$ cat config.mk
export PLATFORM = sky130hd
export DESIGN_NAME = regDE
export DESIGN_NICKNAME = d
export VERILOG_FILES = /design/src/source/isaPkg.sv /design/src/source/pipePkg.sv /design/src/source/regDE.sv
export SDC_FILE = /design/constraint.sdc
export NUM_CORES = 1
export LEC_CHECK = 0
export BUFFER_PORTS_ARGS = -buffer_cell sky130_fd_sc_hd__buf_2
export CAP_MARGIN = 30
export CORE_AREA = 2 2 522 524
export CTS_CLUSTER_DIAMETER = 120
export DETAILED_ROUTE_END_ITERATION = 6
export DIE_AREA = 0 0 524 526
export SYNTH_ARGS = -nofsm -noshare
export SYNTH_HDL_FRONTEND = slang
export SYNTH_SLANG_ARGS = --single-unit
$ cat constraint.sdc
create_clock -name clk -period 1.2 [get_ports clk]
set_input_delay 0.12 -clock clk [delete_from_list [all_inputs] [get_ports clk]]
set_output_delay 0.12 -clock clk [all_outputs]
set_load 0.01 [all_outputs]
$ cat src/source/isaPkg.sv
// --------------------
// Instruction set of the vector core slice.
// Opcodes and the two views of an instruction word.
// --------------------
`default_nettype none

package isaPkg;

	localparam int regFieldW = 4;
	localparam int immW = 14;
	localparam int offsetW = 28;

	typedef enum logic [3:0] {
		opAdd  = 4'd0,
		opSub  = 4'd1,
		opAnd  = 4'd2,
		opOrr  = 4'd3,
		opVadd = 4'd4,   // Vector ops work lane by lane.
		opVsub = 4'd5,
		opVand = 4'd6,
		opVorr = 4'd7,
		opStr  = 4'd8,   // Address rn + imm, data rm.
		opB    = 4'd9,
		opNop  = 4'd10
	} opcodeT;

	// Data-processing view, also used by vector ops and stores.
	typedef struct packed {
		opcodeT opcode;
		logic immSel;                  // Second operand from imm.
		logic setFlags;
		logic [regFieldW-1:0] rd;
		logic [regFieldW-1:0] rn;
		logic [regFieldW-1:0] rm;
		logic [immW-1:0] imm;          // Zero extended.
	} dpFormT;

	// Branch view.
	typedef struct packed {
		opcodeT opcode;
		logic signed [offsetW-1:0] offset;
	} brFormT;

	// Both views keep the opcode in the top nibble.
	typedef union packed {
		dpFormT dp;
		brFormT br;
	} instrWordT;

endpackage

`default_nettype wire

$ cat src/source/pipePkg.sv
// --------------------
// Datapath widths and the bundles passed between pipeline stages.
// --------------------
`default_nettype none

package pipePkg;

	import isaPkg::*;

	localparam int dataW = 32;
	localparam int vecW = 256;
	localparam int laneCount = vecW / dataW;
	localparam int regAddrW = regFieldW;
	localparam int regCount = 1 << regAddrW;

	// ALU operation codes.
	localparam logic [2:0] aluAdd = 3'd0;
	localparam logic [2:0] aluSub = 3'd1;
	localparam logic [2:0] aluAnd = 3'd2;
	localparam logic [2:0] aluOrr = 3'd3;

	typedef struct packed {
		logic regWrite;
		logic regWriteV;
		logic memWrite;
		logic vecData;                 // Operands come from the vector file.
		logic [2:0] aluControl;
		logic branch;
		logic aluSrc;
		logic [1:0] flagWrite;         // Bit 1 for NZ, bit 0 for CV.
	} deCtrlT;

	typedef struct packed {
		logic [regAddrW-1:0] ra1;
		logic [regAddrW-1:0] ra2;
		logic [regAddrW-1:0] wa3;
		logic [dataW-1:0] rd1;
		logic [dataW-1:0] rd2;
		logic [vecW-1:0] vrd1;
		logic [vecW-1:0] vrd2;
		logic [dataW-1:0] extImm;
		logic signed [offsetW-1:0] brOffset;
	} deDataT;

	typedef struct packed {
		logic regWrite;
		logic regWriteV;
		logic [regAddrW-1:0] wa3;
		logic [dataW-1:0] result;
		logic [vecW-1:0] vecResult;
	} ewT;

	typedef struct packed {
		logic valid;
		logic [dataW-1:0] addr;
		logic [dataW-1:0] data;
	} memReqT;

	typedef struct packed {
		logic n;
		logic z;
		logic c;
		logic v;
	} flagsT;

endpackage

`default_nettype wire

$ cat src/source/regDE.sv
// --------------------
// Decode/Execute pipeline register.
// Holds on stall, loads a bubble on flush.
// --------------------
`default_nettype none

module regDE import pipePkg::*; (
	input  wire logic clk,
	input  wire logic rst,
	input  wire logic en,          // Low while stalled.
	input  wire logic clr,         // Flush, wins over stall.
	input  wire deCtrlT ctrlD,
	input  wire deDataT dataD,
	output deCtrlT ctrlE,
	output deDataT dataE
);

	always_ff @(posedge clk) begin
		if (rst || clr) begin
			ctrlE <= '0;
			dataE <= '0;
		end else if (en) begin
			ctrlE <= ctrlD;
			dataE <= dataD;
		end
	end

endmodule

`default_nettype wire

==> impl_metrics.env <==
export IMPL_setup_slack_ps=-272
export IMPL_place_congestion=0.913
export IMPL_core_um2=270000
export IMPL_seqCellArea_um2=14100
export IMPL_dpl_cell_count=6999
export IMPL_htreeDepth=3
export IMPL_grt_pass1_vias=26300
export IMPL_die_w_um=524
export IMPL_crit_chain="buf_8"
export IMPL_finalSetupTns_ps=-123320
export IMPL_path_class="reg2out"
export IMPL_start_kind="flop"
export IMPL_grt_usage_pct=16.1
export IMPL_nFillCells=29400
export IMPL_cp_max_fo=2
export IMPL_grt_ovfl_total=0
export IMPL_cts_tree="yes"
export IMPL_yosys_warnings=0
export IMPL_p_leak_nw=23.5
export IMPL_tightestPinTransition_ps=664
export IMPL_cts_buffers=94
export IMPL_syn_to_final_growth_pct=127
export IMPL_crit_family="flip-flops"
export IMPL_final_nets=5069
export IMPL_cpPeakStageDelay_ps=360
export IMPL_drt_initial_drc_count=959
export IMPL_skew_ps=0
export IMPL_grt_pass1_wl_um=282000
export IMPL_dr_pass1_iters=6
export IMPL_synth_area_um2=23200
export IMPL_drcViolationCount=0
export IMPL_finalHoldViolCount=0
export IMPL_endpoint_kind="output pin"
export IMPL_hpwl_um=201000
export IMPL_drt_wl_total_um=232000
export IMPL_syn_num_nets=2787
export IMPL_synth_cells=2124
export IMPL_vias=25300
export IMPL_wl_per_cell_um=28.4
export IMPL_drive_above_1_share_pct=54.3
export IMPL_drv_slew=0
export IMPL_status="complete, but fails checks"
export IMPL_insertion_delay_ps=770
export IMPL_rsz0062_at_grt="yes"
export IMPL_clock_sinks=659
export IMPL_cellPowerDensity_nw_per_um2=1210
export IMPL_synth_cell_type_count=8
export IMPL_portBuffers=1321
export IMPL_r2r_setup_slack_ps=30
export IMPL_antenna_found_initial=246
export IMPL_worstPathArrival_ps=1350
export IMPL_cp_required_ps=1080
export IMPL_synth_avg_cell_area_um2=10.9
export IMPL_cts_root_buf="clkbuf_16"
export IMPL_initial_core_util_pct=8.58
export IMPL_failed_checks="negative setup slack"
export IMPL_drv_cap=0
export IMPL_ios=1322
export IMPL_fin_crit_sh_pct=123
export IMPL_max_freq_mhz=679
export IMPL_design_area_um2=52600
export IMPL_cp_slowest_cell="dfxtp_2"
export IMPL_final_cells=8145
export IMPL_min_period_ps=1470
export IMPL_ys_seq_elements=659
export IMPL_slew_headroom_pct=55.6
export IMPL_cts_max_path_buffers=4
export IMPL_yosysSeqAreaShare_pct=57.0
export IMPL_hold_path_class="in2reg"
export IMPL_die_h_um=526
export IMPL_num_rows=191
export IMPL_ir_worst_vdd_v=0.000940
export IMPL_clk_pin_slew_ps=60
export IMPL_grt_max_degree=57
export IMPL_postRouteAntennaNets=0
export IMPL_fp_dieArea_um2=276000
export IMPL_finish_utilization_pct=19.5
export IMPL_placedInstanceArea_um2=34800
export IMPL_path_buf_inv=1
export IMPL_setup_viol=659
export IMPL_multi_input_area_um2=9080
export IMPL_drt_vias_per_instance=3.11
==> stage by stage <==
stage / worst slack, ps / power [W] / hold WS (ps)
2_1_floorplan: 242 / 0.0262 / 267
3_3_place_gp: -163 / 0.0302 / 350
3_5_place_dp: -163 / 0.0302 / 360
4_1_cts: -354 / 0.0646 / -51.2
5_1_grt: -344 / 0.0662 / 6.74
6_report: -272 / 0.0636 / 14.1
==> repair_timing <==
item,CTS,global route
hold buffers,747,5
setup endpoints to repair,659,693
gates resized for setup,1965,97
hold endpoints to repair,659,17
pin swaps,0,2
setup buffers,126,37
==> cell type report <==
class / instances / share of cell area, %
Timing Repair Buffer: 2332 / 40.9
Sequential cell: 659 / 26.7
Multi-Input combinational cell: 1319 / 17.3
Tap cell: 3570 / 8.49
Clock buffer: 122 / 5.02
Clock inverter: 44 / 1.16
Antenna cell: 99 / 0.471
==> cell usage after synthesis <==
master	n	area share, %
mux2i_1	659	28
or2_1	1	0.027
buf_6	4	0.19
nor2_1	659	11
dfxtp_1	659	57
buf_2	82	1.8
buf_4	54	1.8
clkbuf_1	6	0.097
==> worst min-delay path: stages <==
cell	delay, ps
buf_8	180
buf_4	240
mux2i_1	130
nor2_1	70
==> logic make-up after synthesis <==
| logic type | count (synthesis) | synth area share (%) |
|---|---|---|
| and+or+nand+nor | 660 | 10.7 |
| buffers and inverters | 146 | 3.82 |
| DFF | 659 | 57.0 |
| muxes | 659 | 28.5 |
==> placed cells by master (no fill, tap or decap), types with 58 or more instances in the layout <==
master and count:
dfxtp_2 642, buf_6 445, nor2_1 659, dlygate4sd3_1 718, clkbuf_16 94, buf_4 258
mux2i_1 659, buf_2 661, diode_2 99, buf_12 58, buf_8 192
==> layer usage <==
layer / track usage, % / share of wire, % / vias up
li1: - / - / 11700
met1: 15.9 / 35 / 11600
met2: 24.7 / 42 / 1443
met3: 13.7 / 19 / 543
met4: 5.41 / 4.3 / 72
met5: 0 / 0.20 / -
==> flip-flops by register name, indices dropped and copies added, names as in the netlist <==
name and count:
dataE 648, ctrlE 11
==> final timing paths <==
| check | end | cells after the start | start |
|---|---|---|---|
| max reg2reg | dataE[110]$_SDFFE_PP0P_ | 3 | dataE[110]$_SDFFE_PP0P_ |
| max | dataE[520] | 1 | dataE[520]$_SDFFE_PP0P_ |
| min reg2reg | dataE[548]$_SDFFE_PP0P_ | 2 | dataE[548]$_SDFFE_PP0P_ |
| min | dataE[22]$_SDFFE_PP0P_ | 4 | en |
==> where the power goes <==
part	total, W	switching [W]	internal (W)
registers	0.0233	0.000602	0.0227
logic	0.0104	0.00487	0.00552
clock network	0.0299	0.0119	0.0180
total	0.0636	0.0174	0.0462
No activity file was read; power rests on OpenSTA's default activity.
