File: config.mk
export PLATFORM = sky130hd
export DESIGN_NAME = regEW
export DESIGN_NICKNAME = d
export VERILOG_FILES = /design/src/source/isaPkg.sv /design/src/source/pipePkg.sv /design/src/source/regEW.sv
export SDC_FILE = /design/constraint.sdc
export NUM_CORES = 1
export LEC_CHECK = 0
export ABC_AREA = 1
export BUFFER_PORTS_ARGS = -buffer_cell sky130_fd_sc_hd__buf_2
export CAP_MARGIN = 15
export CORE_AREA = 2 2 228 230
export CTS_BUF_LIST = sky130_fd_sc_hd__clkbuf_2 sky130_fd_sc_hd__clkbuf_4 sky130_fd_sc_hd__clkbuf_8
export DETAILED_ROUTE_END_ITERATION = 12
export DIE_AREA = 0 0 230 232
export PLACE_DENSITY = 0.48
export SLEW_MARGIN = 15
export SYNTH_ARGS = -nofsm -noshare
export SYNTH_HDL_FRONTEND = slang
export SYNTH_SLANG_ARGS = --single-unit
File: constraint.sdc
create_clock -name clk -period 1.3 [get_ports clk]
set_input_delay 0 -clock clk [delete_from_list [all_inputs] [get_ports clk]]
set_output_delay 0 -clock clk [all_outputs]
set_load 0.02 [all_outputs]
File: src/source/isaPkg.sv
// --------------------
// Instruction set of the vector core slice.
// Opcodes and the two views of an instruction word.
// --------------------
`default_nettype none

package isaPkg;

	localparam int regFieldW = 4;
	localparam int immW = 14;
	localparam int offsetW = 28;

	typedef enum logic [3:0] {
		opAdd  = 4'd0,
		opSub  = 4'd1,
		opAnd  = 4'd2,
		opOrr  = 4'd3,
		opVadd = 4'd4,   // Vector ops work lane by lane.
		opVsub = 4'd5,
		opVand = 4'd6,
		opVorr = 4'd7,
		opStr  = 4'd8,   // Address rn + imm, data rm.
		opB    = 4'd9,
		opNop  = 4'd10
	} opcodeT;

	// Data-processing view, also used by vector ops and stores.
	typedef struct packed {
		opcodeT opcode;
		logic immSel;                  // Second operand from imm.
		logic setFlags;
		logic [regFieldW-1:0] rd;
		logic [regFieldW-1:0] rn;
		logic [regFieldW-1:0] rm;
		logic [immW-1:0] imm;          // Zero extended.
	} dpFormT;

	// Branch view.
	typedef struct packed {
		opcodeT opcode;
		logic signed [offsetW-1:0] offset;
	} brFormT;

	// Both views keep the opcode in the top nibble.
	typedef union packed {
		dpFormT dp;
		brFormT br;
	} instrWordT;

endpackage

`default_nettype wire

File: src/source/pipePkg.sv
// --------------------
// Datapath widths and the bundles passed between pipeline stages.
// --------------------
`default_nettype none

package pipePkg;

	import isaPkg::*;

	localparam int dataW = 32;
	localparam int vecW = 256;
	localparam int laneCount = vecW / dataW;
	localparam int regAddrW = regFieldW;
	localparam int regCount = 1 << regAddrW;

	// ALU operation codes.
	localparam logic [2:0] aluAdd = 3'd0;
	localparam logic [2:0] aluSub = 3'd1;
	localparam logic [2:0] aluAnd = 3'd2;
	localparam logic [2:0] aluOrr = 3'd3;

	typedef struct packed {
		logic regWrite;
		logic regWriteV;
		logic memWrite;
		logic vecData;                 // Operands come from the vector file.
		logic [2:0] aluControl;
		logic branch;
		logic aluSrc;
		logic [1:0] flagWrite;         // Bit 1 for NZ, bit 0 for CV.
	} deCtrlT;

	typedef struct packed {
		logic [regAddrW-1:0] ra1;
		logic [regAddrW-1:0] ra2;
		logic [regAddrW-1:0] wa3;
		logic [dataW-1:0] rd1;
		logic [dataW-1:0] rd2;
		logic [vecW-1:0] vrd1;
		logic [vecW-1:0] vrd2;
		logic [dataW-1:0] extImm;
		logic signed [offsetW-1:0] brOffset;
	} deDataT;

	typedef struct packed {
		logic regWrite;
		logic regWriteV;
		logic [regAddrW-1:0] wa3;
		logic [dataW-1:0] result;
		logic [vecW-1:0] vecResult;
	} ewT;

	typedef struct packed {
		logic valid;
		logic [dataW-1:0] addr;
		logic [dataW-1:0] data;
	} memReqT;

	typedef struct packed {
		logic n;
		logic z;
		logic c;
		logic v;
	} flagsT;

endpackage

`default_nettype wire

File: src/source/regEW.sv
// --------------------
// Execute/Writeback pipeline register.
// --------------------
`default_nettype none

module regEW import pipePkg::*; (
	input  wire logic clk,
	input  wire logic rst,
	input  wire logic en,
	input  wire ewT ewE,
	output ewT ewW,
	output logic valid
);

	always_ff @(posedge clk) begin
		if (rst)
			ewW <= '0;
		else if (en)
			ewW <= ewE;
	end

	// Entry targets one of the register files.
	assign valid = ewW.regWrite | ewW.regWriteV;

endmodule

`default_nettype wire

==> reports/summary.log <==
qor: status.outcome completed
qor: timing.report.final.hold_viol_count 0
qor: power_and_ir_drop.netSwitchingPower 0.006962 W
qor: timing.max_freq 771.7 MHz
qor: floorplan.core.rowCount 83
qor: synthesis.synth_top_family_by_area simple AND/OR/NAND/NOR gates
qor: finish.syn_to_final_growth 90.65%
qor: critical_path.worst_ep_arrival_time 1.30 ns
qor: critical_path.timing.rr.end ewW[169]$_SDFFE_PP0P_
qor: critical_path.timing.critical_path.slowest_stage_cell sky130_fd_sc_hd__dfxtp_2
qor: timing.tcrit_tclk_final 99.68%
qor: finish.regArea 0.005888 mm2
qor: timing.fin_skew 0 ns
qor: cts.clockBufferDepth 3
qor: timing.fin_tns_setup 0 ns
qor: critical_path.worst_setup_path_start_kind flop
qor: synthesis.synth_cell_type_count 10
qor: global_routing.antenna_found_initial 0
qor: cts.clk_pin_slew_worst_paths 0.06 ns
qor: critical_path.critical_path.endpoint_type output port
qor: worst_hold_path.hp-class in2reg
qor: power_and_ir_drop.power.share.sequential 40.3%
qor: critical_path.critPathMaxStageDelay 0.32 ns
qor: synthesis.syn-instance-count 1863
qor: finish.final_layout_size_suffix_gt1_share 23.85%
qor: finish.finalNonFillerCells 3741
qor: cts.h_tree_lvls 2
qor: power_and_ir_drop.ir_worst_vdd 0.0007013 V
qor: power_and_ir_drop.power.share.clock 38.2%
qor: place.placement.cell_area 0.01566 mm2
qor: synthesis.postSynth.topFlopCell sky130_fd_sc_hd__dfxtp_1
qor: place.routabilityCongestion 0.8646
qor: drt.drt-initial-drc-count 551
qor: floorplan.chipHeight 232 um
qor: floorplan.die_area 0.05336 mm2
qor: synthesis.synth_simple_gate_area_share 37.22%
qor: synthesis.compound_cell_area_share_of_the_yosys_netlist 0%
qor: synthesis.synth_area_leaders sky130_fd_sc_hd__dfxtp_1 50%, sky130_fd_sc_hd__nand2_1 19%, sky130_fd_sc_hd__nor2_1 19%, sky130_fd_sc_hd__inv_1 9.3%, sky130_fd_sc_hd__buf_2 2.9%
qor: timing.report.final.setup_viol 0
qor: floorplan.fp.coreArea 0.05089 mm2
qor: power_and_ir_drop.comb_power_share 21.5%
qor: power_and_ir_drop.leakage 12.34 nW
qor: timing.max-slew-margin-rel 55.64%
qor: synthesis.seq_total_area_yosys 49.56%
qor: critical_path.timing.critical_path.from ewW[292]$_SDFFE_PP0P_
qor: place.dp.final_hpwl 29.08 mm
qor: critical_path.cp.buffers_inverters 1
qor: cts.tritoncts_num_sinks 294
qor: drt.detailedRoute.firstPassIterationCount 4
qor: power_and_ir_drop.cellInternalPower 0.01777 W
qor: floorplan.initial_utilization 23.34%
qor: timing.timing.final.max_slew_violations 0
qor: timing.finalWorstPathRequiredPeriod 1.296 ns
qor: worst_hold_path.hp-start en
qor: synthesis.synth_enable_flop_cells 0
qor: finish.nFillCells 5106
qor: place.detailedPlace.worstSlack 0.3025 ns
qor: global_routing.grt_pass1_vias 15203
qor: finish.final_cell_area 0.02264 mm2
qor: global_routing.pin_count_of_the_biggest_net_entering_global_routing 65
qor: synthesis.yosysWarnings 0
qor: cts.root_buffer_cell sky130_fd_sc_hd__clkbuf_8
qor: synthesis.synth_xor_area_share 0%
qor: synthesis.ys_ff_latch 294
qor: critical_path.timing.critical_path.to valid
qor: finish.antennaDiodeCount 0
qor: drt.vias 14857
qor: global_routing.global_route.usage.total 16.93%
qor: critical_path.worst_path_dominant_cell_family flip-flops
qor: drt.ant_nets 0
qor: critical_path.worstSetupPathDepth 2
qor: global_routing.globalRouteOverflowTotal 0
qor: drt.drc 0
qor: drt.route.detailed.vias_per_inst 3.971
qor: drt.post_drt_wl_per_cell 12.54 um
qor: critical_path.worst-setup-path-type reg2out
qor: place.port-buffer-count 591
qor: synthesis.synth.top_cell.area_share 49.56%
qor: critical_path.cp_data_required_time 1.30 ns
qor: synthesis.postSynthNetCount 2160
qor: floorplan.ioPinCount 592
qor: power_and_ir_drop.power_density 1092 mW/mm2
qor: synthesis.syn_area_per_cell 6.374 um2
qor: finish.largest_regs ewW (294)
qor: timing.worstMarginPinSlew 0.6632 ns
qor: finish.multi_input_comb_area 0.004423 mm2
qor: cts.cts_tree yes
qor: critical_path.worst_r2r_startpoint ewW[169]$_SDFFE_PP0P_
qor: critical_path.critical_path.cell_chain or2_4 -> buf_6
qor: timing.post-route-worst-setup-slack 0.004213 ns
qor: cts.clock_latency 0.60 ns
qor: floorplan.dieWidth 230 um
qor: finish.final_nets 3320
qor: synthesis.post_synth_instance_area 0.01188 mm2
qor: synthesis.post_synth_most_frequent_cells 588 x sky130_fd_sc_hd__nand2_1, 588 x sky130_fd_sc_hd__nor2_1, 294 x sky130_fd_sc_hd__dfxtp_1, 294 x sky130_fd_sc_hd__inv_1, 69 x sky130_fd_sc_hd__buf_2
qor: synthesis.ys_async_sr_fraction 0%
qor: finish.flip_flop_count_of_the_largest_register_all_copies_and_words_added 294
qor: synthesis.synthDominantAreaCellType sky130_fd_sc_hd__dfxtp_1
qor: critical_path.reg2regPathDepth 3
qor: finish.top_register ewW
qor: place.dpl.cell_count 3070
qor: cts.cts-buffers-inserted 54
qor: power_and_ir_drop.swShare 28.15%
qor: global_routing.first_pass_grt_wire_length 73.94 mm
qor: critical_path.rrSetupSlack 0.17 ns
qor: run.max_cap_violations 0
qor: critical_path.cp_max_fanout 2
qor: synthesis.synthAdderAreaFrac 0%
qor: drt.wirelength 46.90 mm
qor: synthesis.synthMuxAreaShare 0%
qor: timing.unrepaired_setup_endpoints_after_global_routing true
[layout make-up]
| type | count | share of cell area (%) |
|---|---|---|
| clock buffer | 87 | 4.681 |
| clock inverter | 7 | 0.3758 |
| inverter | 295 | 4.924 |
| multi-input combinational | 1177 | 19.54 |
| sequential | 294 | 26.01 |
| tap | 680 | 3.758 |
| timing repair buffer | 1201 | 40.72 |
[repair_timing]
action / CTS / global route
hold buffers: 571 / 3
endpoints found under the hold margin: 294 / 36
cloned: 0 / 1
setup buffers: 1 / 3
resized for setup: 4 / 3
endpoints found under the setup margin: 1 / 31
[worst reg2reg max path, delay by kind of cell, from the launching register on]
family                 cells  cell delay [ns]
and+or+nand+nor            2             0.17
buffers and inverters      1             0.54
DFF                        1             0.30
[layout by cell type, fill, tap and decap left out, types with 2 or more instances in the layout]
master                          synthesis  final
sky130_fd_sc_hd__nand2_1              588    588
sky130_fd_sc_hd__buf_4                  3     22
sky130_fd_sc_hd__clkbuf_4               0     22
sky130_fd_sc_hd__nor2_1               588    588
sky130_fd_sc_hd__clkbuf_8               0     65
sky130_fd_sc_hd__buf_2                 69    589
sky130_fd_sc_hd__clkinv_2               0      5
sky130_fd_sc_hd__buf_6                  0      2
sky130_fd_sc_hd__inv_1                294    294
sky130_fd_sc_hd__buf_12                 0     16
sky130_fd_sc_hd__bufinv_16              0      2
sky130_fd_sc_hd__dlygate4sd3_1          0    569
sky130_fd_sc_hd__dfxtp_1              294    292
sky130_fd_sc_hd__dfxtp_2                0      2
[power by group through the flow]
stage	clock network [W]	registers, W	logic, W
6_report	0.00944	0.00997	0.00532
5_1_grt	0.0103	0.0100	0.00583
4_1_cts	0.00979	0.00996	0.00526
3_5_place_dp	0	0.0101	0.00380
3_3_place_gp	0	0.0101	0.00377
2_1_floorplan	0	0.0109	0.00144
[per-layer routing]
metal	global-route usage, %	routed length, um	up-vias
li1	-	-	7583
met1	17.87	18500	6698
met2	30.89	23030	460
met3	5.059	3418	116
met4	7.722	1951	0
met5	0	0	-
[cell families after synthesis]
kind of cell           Yosys count
AND/OR/NAND/NOR               1177
buffers and inverters          392
flip-flops                     294
[how the worst min path moves through the flow]
stage,endpoint,cells past startpoint
floorplan,ewW[0]$_SDFFE_PP0P_,4
global placement,ewW[282]$_SDFFE_PP0P_,5
detailed placement,ewW[104]$_SDFFE_PP0P_,5
CTS,ewW[246]$_SDFFE_PP0P_,5
global route,ewW[14]$_SDFFE_PP0P_,5
finish,ewW[12]$_SDFFE_PP0P_,5
[per-stage QoR]
step	hold WS [ns]	total power, W	util [%]
after floorplan	0.1882	0.01236	-
after global placement	0.2821	0.01390	30.78
after detailed placement	0.2880	0.01394	30.78
after CTS	0.002922	0.02501	44.33
after global routing	0.007001	0.02613	44.49
final	0.03128	0.02473	44.49
Note: power is estimated with default switching activity, not from simulation.
