[config.mk]
export PLATFORM = sky130hd
export DESIGN_NAME = executeStage
export DESIGN_NICKNAME = d
export VERILOG_FILES = /design/src/source/isaPkg.sv /design/src/source/pipePkg.sv /design/src/source/forwardUnit.sv /design/src/source/executeStage.sv
export SDC_FILE = /design/constraint.sdc
export NUM_CORES = 2
export LEC_CHECK = 0
export ABC_AREA = 1
export BUFFER_PORTS_ARGS = -buffer_cell sky130_fd_sc_hd__buf_2
export CAP_MARGIN = 20
export CORE_AREA = 10 10 511 513
export CTS_BUF_LIST = sky130_fd_sc_hd__clkbuf_2
export DETAILED_ROUTE_END_ITERATION = 12
export DIE_AREA = 0 0 521 523
export PLACE_DENSITY = 0.4
export SYNTH_ARGS = -nofsm -noshare
export SYNTH_HDL_FRONTEND = slang
export SYNTH_SLANG_ARGS = --single-unit
[constraint.sdc]
create_clock -name clk -period 6.08 [get_ports clk]
set_input_delay 0.304 -clock clk [delete_from_list [all_inputs] [get_ports clk]]
set_output_delay 0.304 -clock clk [all_outputs]
set_load 0.05 [all_outputs]
[src/source/isaPkg.sv]
// --------------------
// Instruction set of the vector core slice.
// Opcodes and the two views of an instruction word.
// --------------------
`default_nettype none

package isaPkg;

	localparam int regFieldW = 4;
	localparam int immW = 14;
	localparam int offsetW = 28;

	typedef enum logic [3:0] {
		opAdd  = 4'd0,
		opSub  = 4'd1,
		opAnd  = 4'd2,
		opOrr  = 4'd3,
		opVadd = 4'd4,   // Vector ops work lane by lane.
		opVsub = 4'd5,
		opVand = 4'd6,
		opVorr = 4'd7,
		opStr  = 4'd8,   // Address rn + imm, data rm.
		opB    = 4'd9,
		opNop  = 4'd10
	} opcodeT;

	// Data-processing view, also used by vector ops and stores.
	typedef struct packed {
		opcodeT opcode;
		logic immSel;                  // Second operand from imm.
		logic setFlags;
		logic [regFieldW-1:0] rd;
		logic [regFieldW-1:0] rn;
		logic [regFieldW-1:0] rm;
		logic [immW-1:0] imm;          // Zero extended.
	} dpFormT;

	// Branch view.
	typedef struct packed {
		opcodeT opcode;
		logic signed [offsetW-1:0] offset;
	} brFormT;

	// Both views keep the opcode in the top nibble.
	typedef union packed {
		dpFormT dp;
		brFormT br;
	} instrWordT;

endpackage

`default_nettype wire

[src/source/pipePkg.sv]
// --------------------
// Datapath widths and the bundles passed between pipeline stages.
// --------------------
`default_nettype none

package pipePkg;

	import isaPkg::*;

	localparam int dataW = 32;
	localparam int vecW = 256;
	localparam int laneCount = vecW / dataW;
	localparam int regAddrW = regFieldW;
	localparam int regCount = 1 << regAddrW;

	// ALU operation codes.
	localparam logic [2:0] aluAdd = 3'd0;
	localparam logic [2:0] aluSub = 3'd1;
	localparam logic [2:0] aluAnd = 3'd2;
	localparam logic [2:0] aluOrr = 3'd3;

	typedef struct packed {
		logic regWrite;
		logic regWriteV;
		logic memWrite;
		logic vecData;                 // Operands come from the vector file.
		logic [2:0] aluControl;
		logic branch;
		logic aluSrc;
		logic [1:0] flagWrite;         // Bit 1 for NZ, bit 0 for CV.
	} deCtrlT;

	typedef struct packed {
		logic [regAddrW-1:0] ra1;
		logic [regAddrW-1:0] ra2;
		logic [regAddrW-1:0] wa3;
		logic [dataW-1:0] rd1;
		logic [dataW-1:0] rd2;
		logic [vecW-1:0] vrd1;
		logic [vecW-1:0] vrd2;
		logic [dataW-1:0] extImm;
		logic signed [offsetW-1:0] brOffset;
	} deDataT;

	typedef struct packed {
		logic regWrite;
		logic regWriteV;
		logic [regAddrW-1:0] wa3;
		logic [dataW-1:0] result;
		logic [vecW-1:0] vecResult;
	} ewT;

	typedef struct packed {
		logic valid;
		logic [dataW-1:0] addr;
		logic [dataW-1:0] data;
	} memReqT;

	typedef struct packed {
		logic n;
		logic z;
		logic c;
		logic v;
	} flagsT;

endpackage

`default_nettype wire

[src/source/forwardUnit.sv]
// --------------------
// Forwarding from Writeback into Execute.
// --------------------
`default_nettype none

module forwardUnit import pipePkg::*; (
	input  wire logic [regAddrW-1:0] ra1,
	input  wire logic [regAddrW-1:0] ra2,
	input  wire logic vecData,
	input  wire ewT wb,
	output logic fwd1,
	output logic fwd2
);

	logic wbWrites;

	// Only a write to the file that Execute reads counts as a match.
	assign wbWrites = vecData ? wb.regWriteV : wb.regWrite;

	assign fwd1 = wbWrites && (wb.wa3 == ra1);
	assign fwd2 = wbWrites && (wb.wa3 == ra2);

endmodule

`default_nettype wire

[src/source/executeStage.sv]
// --------------------
// Execute stage. Scalar ALU, 8-lane vector ALU, NZCV register,
// branch decision and store request.
// --------------------
`default_nettype none

module executeStage import isaPkg::*, pipePkg::*; (
	input  wire logic clk,
	input  wire logic rst,
	input  wire logic en,
	input  wire deCtrlT ctrl,
	input  wire deDataT data,
	input  wire ewT wb,
	output ewT ew,
	output memReqT memReq,
	output logic branchTaken,
	output logic signed [offsetW-1:0] branchOffset,
	output flagsT flags
);

	logic fwd1, fwd2;
	logic [dataW-1:0] srcA, regB, srcB, bEff, result;
	logic [dataW:0] sum;
	logic overflow;
	logic [vecW-1:0] vecA, vecRegB, vecB, vecResult;
	flagsT flagsNext;

	// One lane of ALU work. Carry out in the top bit.
	function automatic logic [dataW:0] laneOp(input logic [dataW-1:0] a,
			input logic [dataW-1:0] b, input logic [2:0] op);
		logic [dataW:0] r;
		case (op)
			aluAdd: r = {1'b0, a} + {1'b0, b};
			aluSub: r = {1'b0, a} + {1'b0, ~b} + 1'b1;   // C is not-borrow.
			aluAnd: r = {1'b0, a & b};
			aluOrr: r = {1'b0, a | b};
			default: r = '0;
		endcase
		return r;
	endfunction

	forwardUnit fwdUnit (
		.ra1(data.ra1),
		.ra2(data.ra2),
		.vecData(ctrl.vecData),
		.wb(wb),
		.fwd1(fwd1),
		.fwd2(fwd2)
	);

	assign srcA = fwd1 ? wb.result : data.rd1;
	assign regB = fwd2 ? wb.result : data.rd2;
	assign srcB = ctrl.aluSrc ? data.extImm : regB;
	assign vecA = fwd1 ? wb.vecResult : data.vrd1;
	assign vecRegB = fwd2 ? wb.vecResult : data.vrd2;
	assign vecB = ctrl.aluSrc ? {laneCount{data.extImm}} : vecRegB;

	assign sum = laneOp(srcA, srcB, ctrl.aluControl);
	assign result = sum[dataW-1:0];

	// Signed overflow on the operand actually added.
	assign bEff = (ctrl.aluControl == aluSub) ? ~srcB : srcB;
	assign overflow = (srcA[dataW-1] == bEff[dataW-1]) && (result[dataW-1] != srcA[dataW-1]);

	// Lanes are independent. No carry crosses a lane boundary.
	always_comb begin
		logic [dataW:0] laneRes;
		for (int i = 0; i < laneCount; i++) begin
			laneRes = laneOp(vecA[i*dataW +: dataW], vecB[i*dataW +: dataW], ctrl.aluControl);
			vecResult[i*dataW +: dataW] = laneRes[dataW-1:0];
		end
	end

	always_comb begin
		flagsNext = flags;
		if (ctrl.flagWrite[1]) begin
			flagsNext.n = result[dataW-1];
			flagsNext.z = (result == '0);
		end
		if (ctrl.flagWrite[0]) begin
			flagsNext.c = sum[dataW];
			flagsNext.v = overflow;
		end
	end

	always_ff @(posedge clk) begin
		if (rst)
			flags <= '0;
		else if (en)
			flags <= flagsNext;
	end

	// Stalled cycles report nothing. The last free cycle reports once.
	assign branchTaken = ctrl.branch & flags.z & en;
	assign branchOffset = data.brOffset;

	assign memReq.valid = ctrl.memWrite & en;
	assign memReq.addr = result;   // rn + extImm.
	assign memReq.data = regB;

	always_comb begin
		ew.regWrite = ctrl.regWrite;
		ew.regWriteV = ctrl.regWriteV;
		ew.wa3 = data.wa3;
		ew.result = result;
		ew.vecResult = vecResult;
	end

endmodule

`default_nettype wire

==> impl_metrics.xml <==
<?xml version="1.0" encoding="UTF-8"?>
<metrics>
  <group name="global_route">
    <metric name="global_route.peak_usage_layer" unit="">met2</metric>
    <metric name="grt_use_met1" unit="%">36.4</metric>
    <metric name="gr-usage-all-layers" unit="%">27.9</metric>
    <metric name="first_global_vias" unit="">70000</metric>
    <metric name="use_met3" unit="%">4.77</metric>
    <metric name="met2_usage" unit="%">45.0</metric>
    <metric name="grt_antenna_before_repair" unit="">129</metric>
    <metric name="grt_max_degree" unit="">126</metric>
    <metric name="grt_first_pass_wirelength" unit="mm">553</metric>
    <metric name="gr-total-overflow" unit="">0</metric>
  </group>
  <group name="worst_setup_path">
    <metric name="worst_setup_path_end_kind" unit="">output pin</metric>
    <metric name="library_cell_contributing_the_largest_single_delay_on_the_critical_path" unit="">sky130_fd_sc_hd__fa_1</metric>
    <metric name="critical_path.reg2reg.endpoint" unit="">flags[2]</metric>
    <metric name="max_stage_delay" unit="ns">0.41</metric>
    <metric name="worstSetupPathType" unit="">primary input to output pin</metric>
    <metric name="cpLargestDelayFamily" unit="">compound AO/OA/AOI/OAI gates</metric>
    <metric name="critical-path-top-cell-by-count" unit="">sky130_fd_sc_hd__nand2_1</metric>
    <metric name="cp.buffers_inverters" unit="">6</metric>
    <metric name="r2r_cells" unit="">2</metric>
    <metric name="cp.required" unit="ns">5.78</metric>
    <metric name="start_kind" unit="">primary input</metric>
    <metric name="arrival" unit="ns">5.38</metric>
    <metric name="setup.reg_to_reg.worst_slack" unit="ns">5.39</metric>
    <metric name="rr_startpoint" unit="">flags[2]</metric>
    <metric name="critPathMaxFanout" unit="">25</metric>
  </group>
  <group name="finish">
    <metric name="largest_register_ffs" unit="">4</metric>
    <metric name="area_growth_syn_to_layout" unit="%">19.9</metric>
    <metric name="reg_top3" unit="">flags (4)</metric>
    <metric name="top_register" unit="">flags</metric>
    <metric name="finalCoreUtilization" unit="%">26.1</metric>
    <metric name="final_cell_mix" unit="">sky130_fd_sc_hd__nand2_1 (2,462), sky130_fd_sc_hd__inv_1 (1,892), sky130_fd_sc_hd__buf_2 (1,235), sky130_fd_sc_hd__a21oi_1 (1,026), sky130_fd_sc_hd__nor2_1 (873)</metric>
    <metric name="drive_above_1_share" unit="%">15.8</metric>
    <metric name="final_nets" unit="">13100</metric>
    <metric name="commonest_non_fill_non_tap_cell_in_the_layout" unit="">sky130_fd_sc_hd__nand2_1</metric>
  </group>
  <group name="yosys">
    <metric name="synth_enable_flop_cells" unit="">0</metric>
    <metric name="asyncSetResetFlopFracSynth" unit="%">0</metric>
    <metric name="mappedNetlistArea" unit="sq um">54600</metric>
    <metric name="postSynthNetCount" unit="">12200</metric>
    <metric name="synth-warning-count" unit="">0</metric>
    <metric name="ys_types" unit="">56</metric>
    <metric name="post_synthesis_register_bit_count" unit="">4</metric>
    <metric name="netlist_instances" unit="">10400</metric>
    <metric name="sequential_area_share_after_synthesis" unit="%">0.147</metric>
    <metric name="synth_area_per_cell" unit="sq um">5.27</metric>
    <metric name="yosys_most_used_dff" unit="">sky130_fd_sc_hd__dfxtp_1</metric>
  </group>
  <group name="die">
    <metric name="die-width" unit="um">521</metric>
    <metric name="core_area" unit="sq um">250000</metric>
    <metric name="io-pin-count" unit="">1348</metric>
    <metric name="row_count" unit="">184</metric>
    <metric name="start_util" unit="%">21.8</metric>
    <metric name="die_y" unit="um">523</metric>
    <metric name="dieArea" unit="sq um">272000</metric>
  </group>
  <group name="clocking">
    <metric name="clock_tree.root_cell" unit="">sky130_fd_sc_hd__clkbuf_2</metric>
    <metric name="clock_tree.htree_level_count" unit="">1</metric>
    <metric name="ctsHoldBuffers" unit="">0</metric>
    <metric name="tritoncts_num_sinks" unit="">4</metric>
    <metric name="cts_buffer_depth" unit="">2</metric>
    <metric name="source_to_sink_clock_delay_at_the_later_pin_of_the_worst_skew_pair" unit="ns">0.22</metric>
    <metric name="cts-buffers-inserted" unit="">3</metric>
    <metric name="tritoncts" unit="">done</metric>
    <metric name="clk_pin_slew_worst_paths" unit="ns">0.09</metric>
  </group>
  <group name="placement">
    <metric name="detailedPlacementHpwl" unit="mm">350</metric>
    <metric name="place_worst_setup_slack" unit="ns">0.286</metric>
    <metric name="gp_congestion" unit="">0.996</metric>
    <metric name="buffer_ports.inserted" unit="">1279</metric>
  </group>
  <group name="power_and_ir_drop">
    <metric name="share_clk_of_total_power" unit="%">0.3</metric>
    <metric name="p_int" unit="mW">2.67</metric>
    <metric name="power_frac_seq" unit="%">0.3</metric>
    <metric name="switching_share" unit="%">72.0</metric>
    <metric name="netSwitchingPower" unit="mW">6.87</metric>
    <metric name="pwr_density_cell" unit="nW/um^2">146</metric>
    <metric name="power.static_leakage" unit="nW">36.7</metric>
    <metric name="comb_power_share" unit="%">99.4</metric>
    <metric name="vdd.ir_drop.worst" unit="mV">0.0741</metric>
  </group>
  <group name="min_path">
    <metric name="holdCritStartpoint" unit="">rst</metric>
    <metric name="hold-path-endpoint" unit="">flags[2]</metric>
    <metric name="hold-path-cell-count" unit="">2</metric>
    <metric name="hold_class" unit="">primary input to register</metric>
  </group>
  <group name="timing">
    <metric name="fin_crit" unit="ns">5.68</metric>
    <metric name="timing.setup.tns" unit="ns">0</metric>
    <metric name="worst_slack" unit="ns">0.399</metric>
    <metric name="final_max_slew_viol_count" unit="">0</metric>
    <metric name="fin_skew" unit="ns">0</metric>
    <metric name="grt_setup_unrepaired" unit="">false</metric>
    <metric name="final_count_of_hold_timing_violations" unit="">0</metric>
    <metric name="timing.slew.headroom" unit="%">18.8</metric>
    <metric name="fmaxAchievable" unit="MHz">176</metric>
    <metric name="worst-slew-pin-transition" unit="ns">1.22</metric>
    <metric name="final.period_utilization" unit="%">93.4</metric>
    <metric name="final-setup-viol-count" unit="">0</metric>
    <metric name="finalHoldWorstSlack" unit="ns">0.320</metric>
  </group>
  <group name="route">
    <metric name="drc" unit="">0</metric>
    <metric name="drt_wl_total" unit="mm">406</metric>
    <metric name="detailed_route_via_count" unit="">73100</metric>
    <metric name="via_per_inst" unit="">4.98</metric>
    <metric name="detailedRoute.firstIterationViolations" unit="">6867</metric>
    <metric name="postRouteAntennaNets" unit="">0</metric>
    <metric name="wl_per_cell" unit="um">27.7</metric>
    <metric name="first_pass_iters" unit="">6</metric>
  </group>
  <group name="run_status">
    <metric name="status" unit="">complete, no violations</metric>
  </group>
  <group name="flow_run">
    <metric name="timing.max_cap.violations" unit="">0</metric>
  </group>
</metrics>
cell usage after synthesis (61+ instances only):
library cell,number,share of area (%)
sky130_fd_sc_hd__nand3_1,518,4.7
sky130_fd_sc_hd__buf_2,180,1.7
sky130_fd_sc_hd__inv_1,1895,13
sky130_fd_sc_hd__buf_4,118,1.6
sky130_fd_sc_hd__o21ai_0,789,7.2
sky130_fd_sc_hd__ha_1,865,20
sky130_fd_sc_hd__nand2_1,2466,17
sky130_fd_sc_hd__nor2_1,905,6.2
sky130_fd_sc_hd__o21ai_1,66,0.61
sky130_fd_sc_hd__nor3_1,84,0.77
sky130_fd_sc_hd__o2111ai_1,145,2.3
sky130_fd_sc_hd__o21a_1,61,0.84
sky130_fd_sc_hd__clkbuf_1,272,1.9
sky130_fd_sc_hd__a21oi_1,1026,9.4
sky130_fd_sc_hd__or2_2,105,1.2
sky130_fd_sc_hd__a31oi_1,300,3.4
power groups by stage:
stage | Clock, mW | Sequential (mW) | Combinational, mW
after floorplan | 0 | 0.0319 | 5.99
after global placement | 0 | 0.0285 | 9.38
after detailed placement | 0 | 0.0285 | 9.35
after CTS | 0.0317 | 0.0279 | 9.39
after global routing | 0.0317 | 0.0280 | 10.3
final | 0.0309 | 0.0279 | 9.48
per-stage QoR:
step	std cells	area, sq um	total power [mW]
3_5_place_dp	14600	65300	9.38
3_3_place_gp	14600	65200	9.41
6_report	14700	65400	9.54
2_1_floorplan	10400	54600	6.02
5_1_grt	14700	65400	10.3
4_1_cts	14600	65300	9.45
worst reg2reg max path: stages (launching register included):
cell	delay [ns]
sky130_fd_sc_hd__dfxtp_1	0.40
sky130_fd_sc_hd__nand2_1	0.09
sky130_fd_sc_hd__a21oi_2	0.15
final cells by class:
cell class | instances | area [sq um]
Inverter | 1926 | 7270
Timing Repair Buffer | 1502 | 9130
Tap cell | 3348 | 4190
Antenna cell | 60 | 150
Multi-Input combinational cell | 7842 | 44600
Clock buffer | 3 | 15.0
Sequential cell | 4 | 80.1
Fill cell | 29900 | 185000
kinds of logic (layout without fill, tap and decap cells):
logic type	Yosys count	count (layout)	synth area share, %
buffers and inverters	2521	3431	18.7
and+or+nand+nor	4257	4257	32.1
xor gates and xnor gates	38	38	0.610
adders and majority gates	883	883	20.5
other	0	60	0
AOI/OAI and AO/OA	2664	2664	28.0
DFF	4	4	0.147
how the worst max path moves through the flow:
stage,depth (start not counted),slack [ns],endpoint,from
after global routing,29,0.05,ew[250],ctrl[7]
final,25,0.40,ew[120],ctrl[7]
after floorplan,19,1.42,ew[100],wb[293]
after detailed placement,25,0.29,ew[120],ctrl[7]
after global placement,27,0.26,ew[90],ctrl[7]
after CTS,25,0.28,ew[120],ctrl[7]
metal layers:
metal,share of wire [%],wire length (um)
met1,43,175000
met2,44,179000
met3,7.7,31300
met4,5.2,21300
met5,0.071,287
repair_timing:
| action | in CTS | in global routing |
|---|---|---|
| resized for setup | 0 | 3 |
| setup buffers | 0 | 0 |
| endpoints found under the setup margin | 0 | 9 |
(Power assumes the default switching activity.)
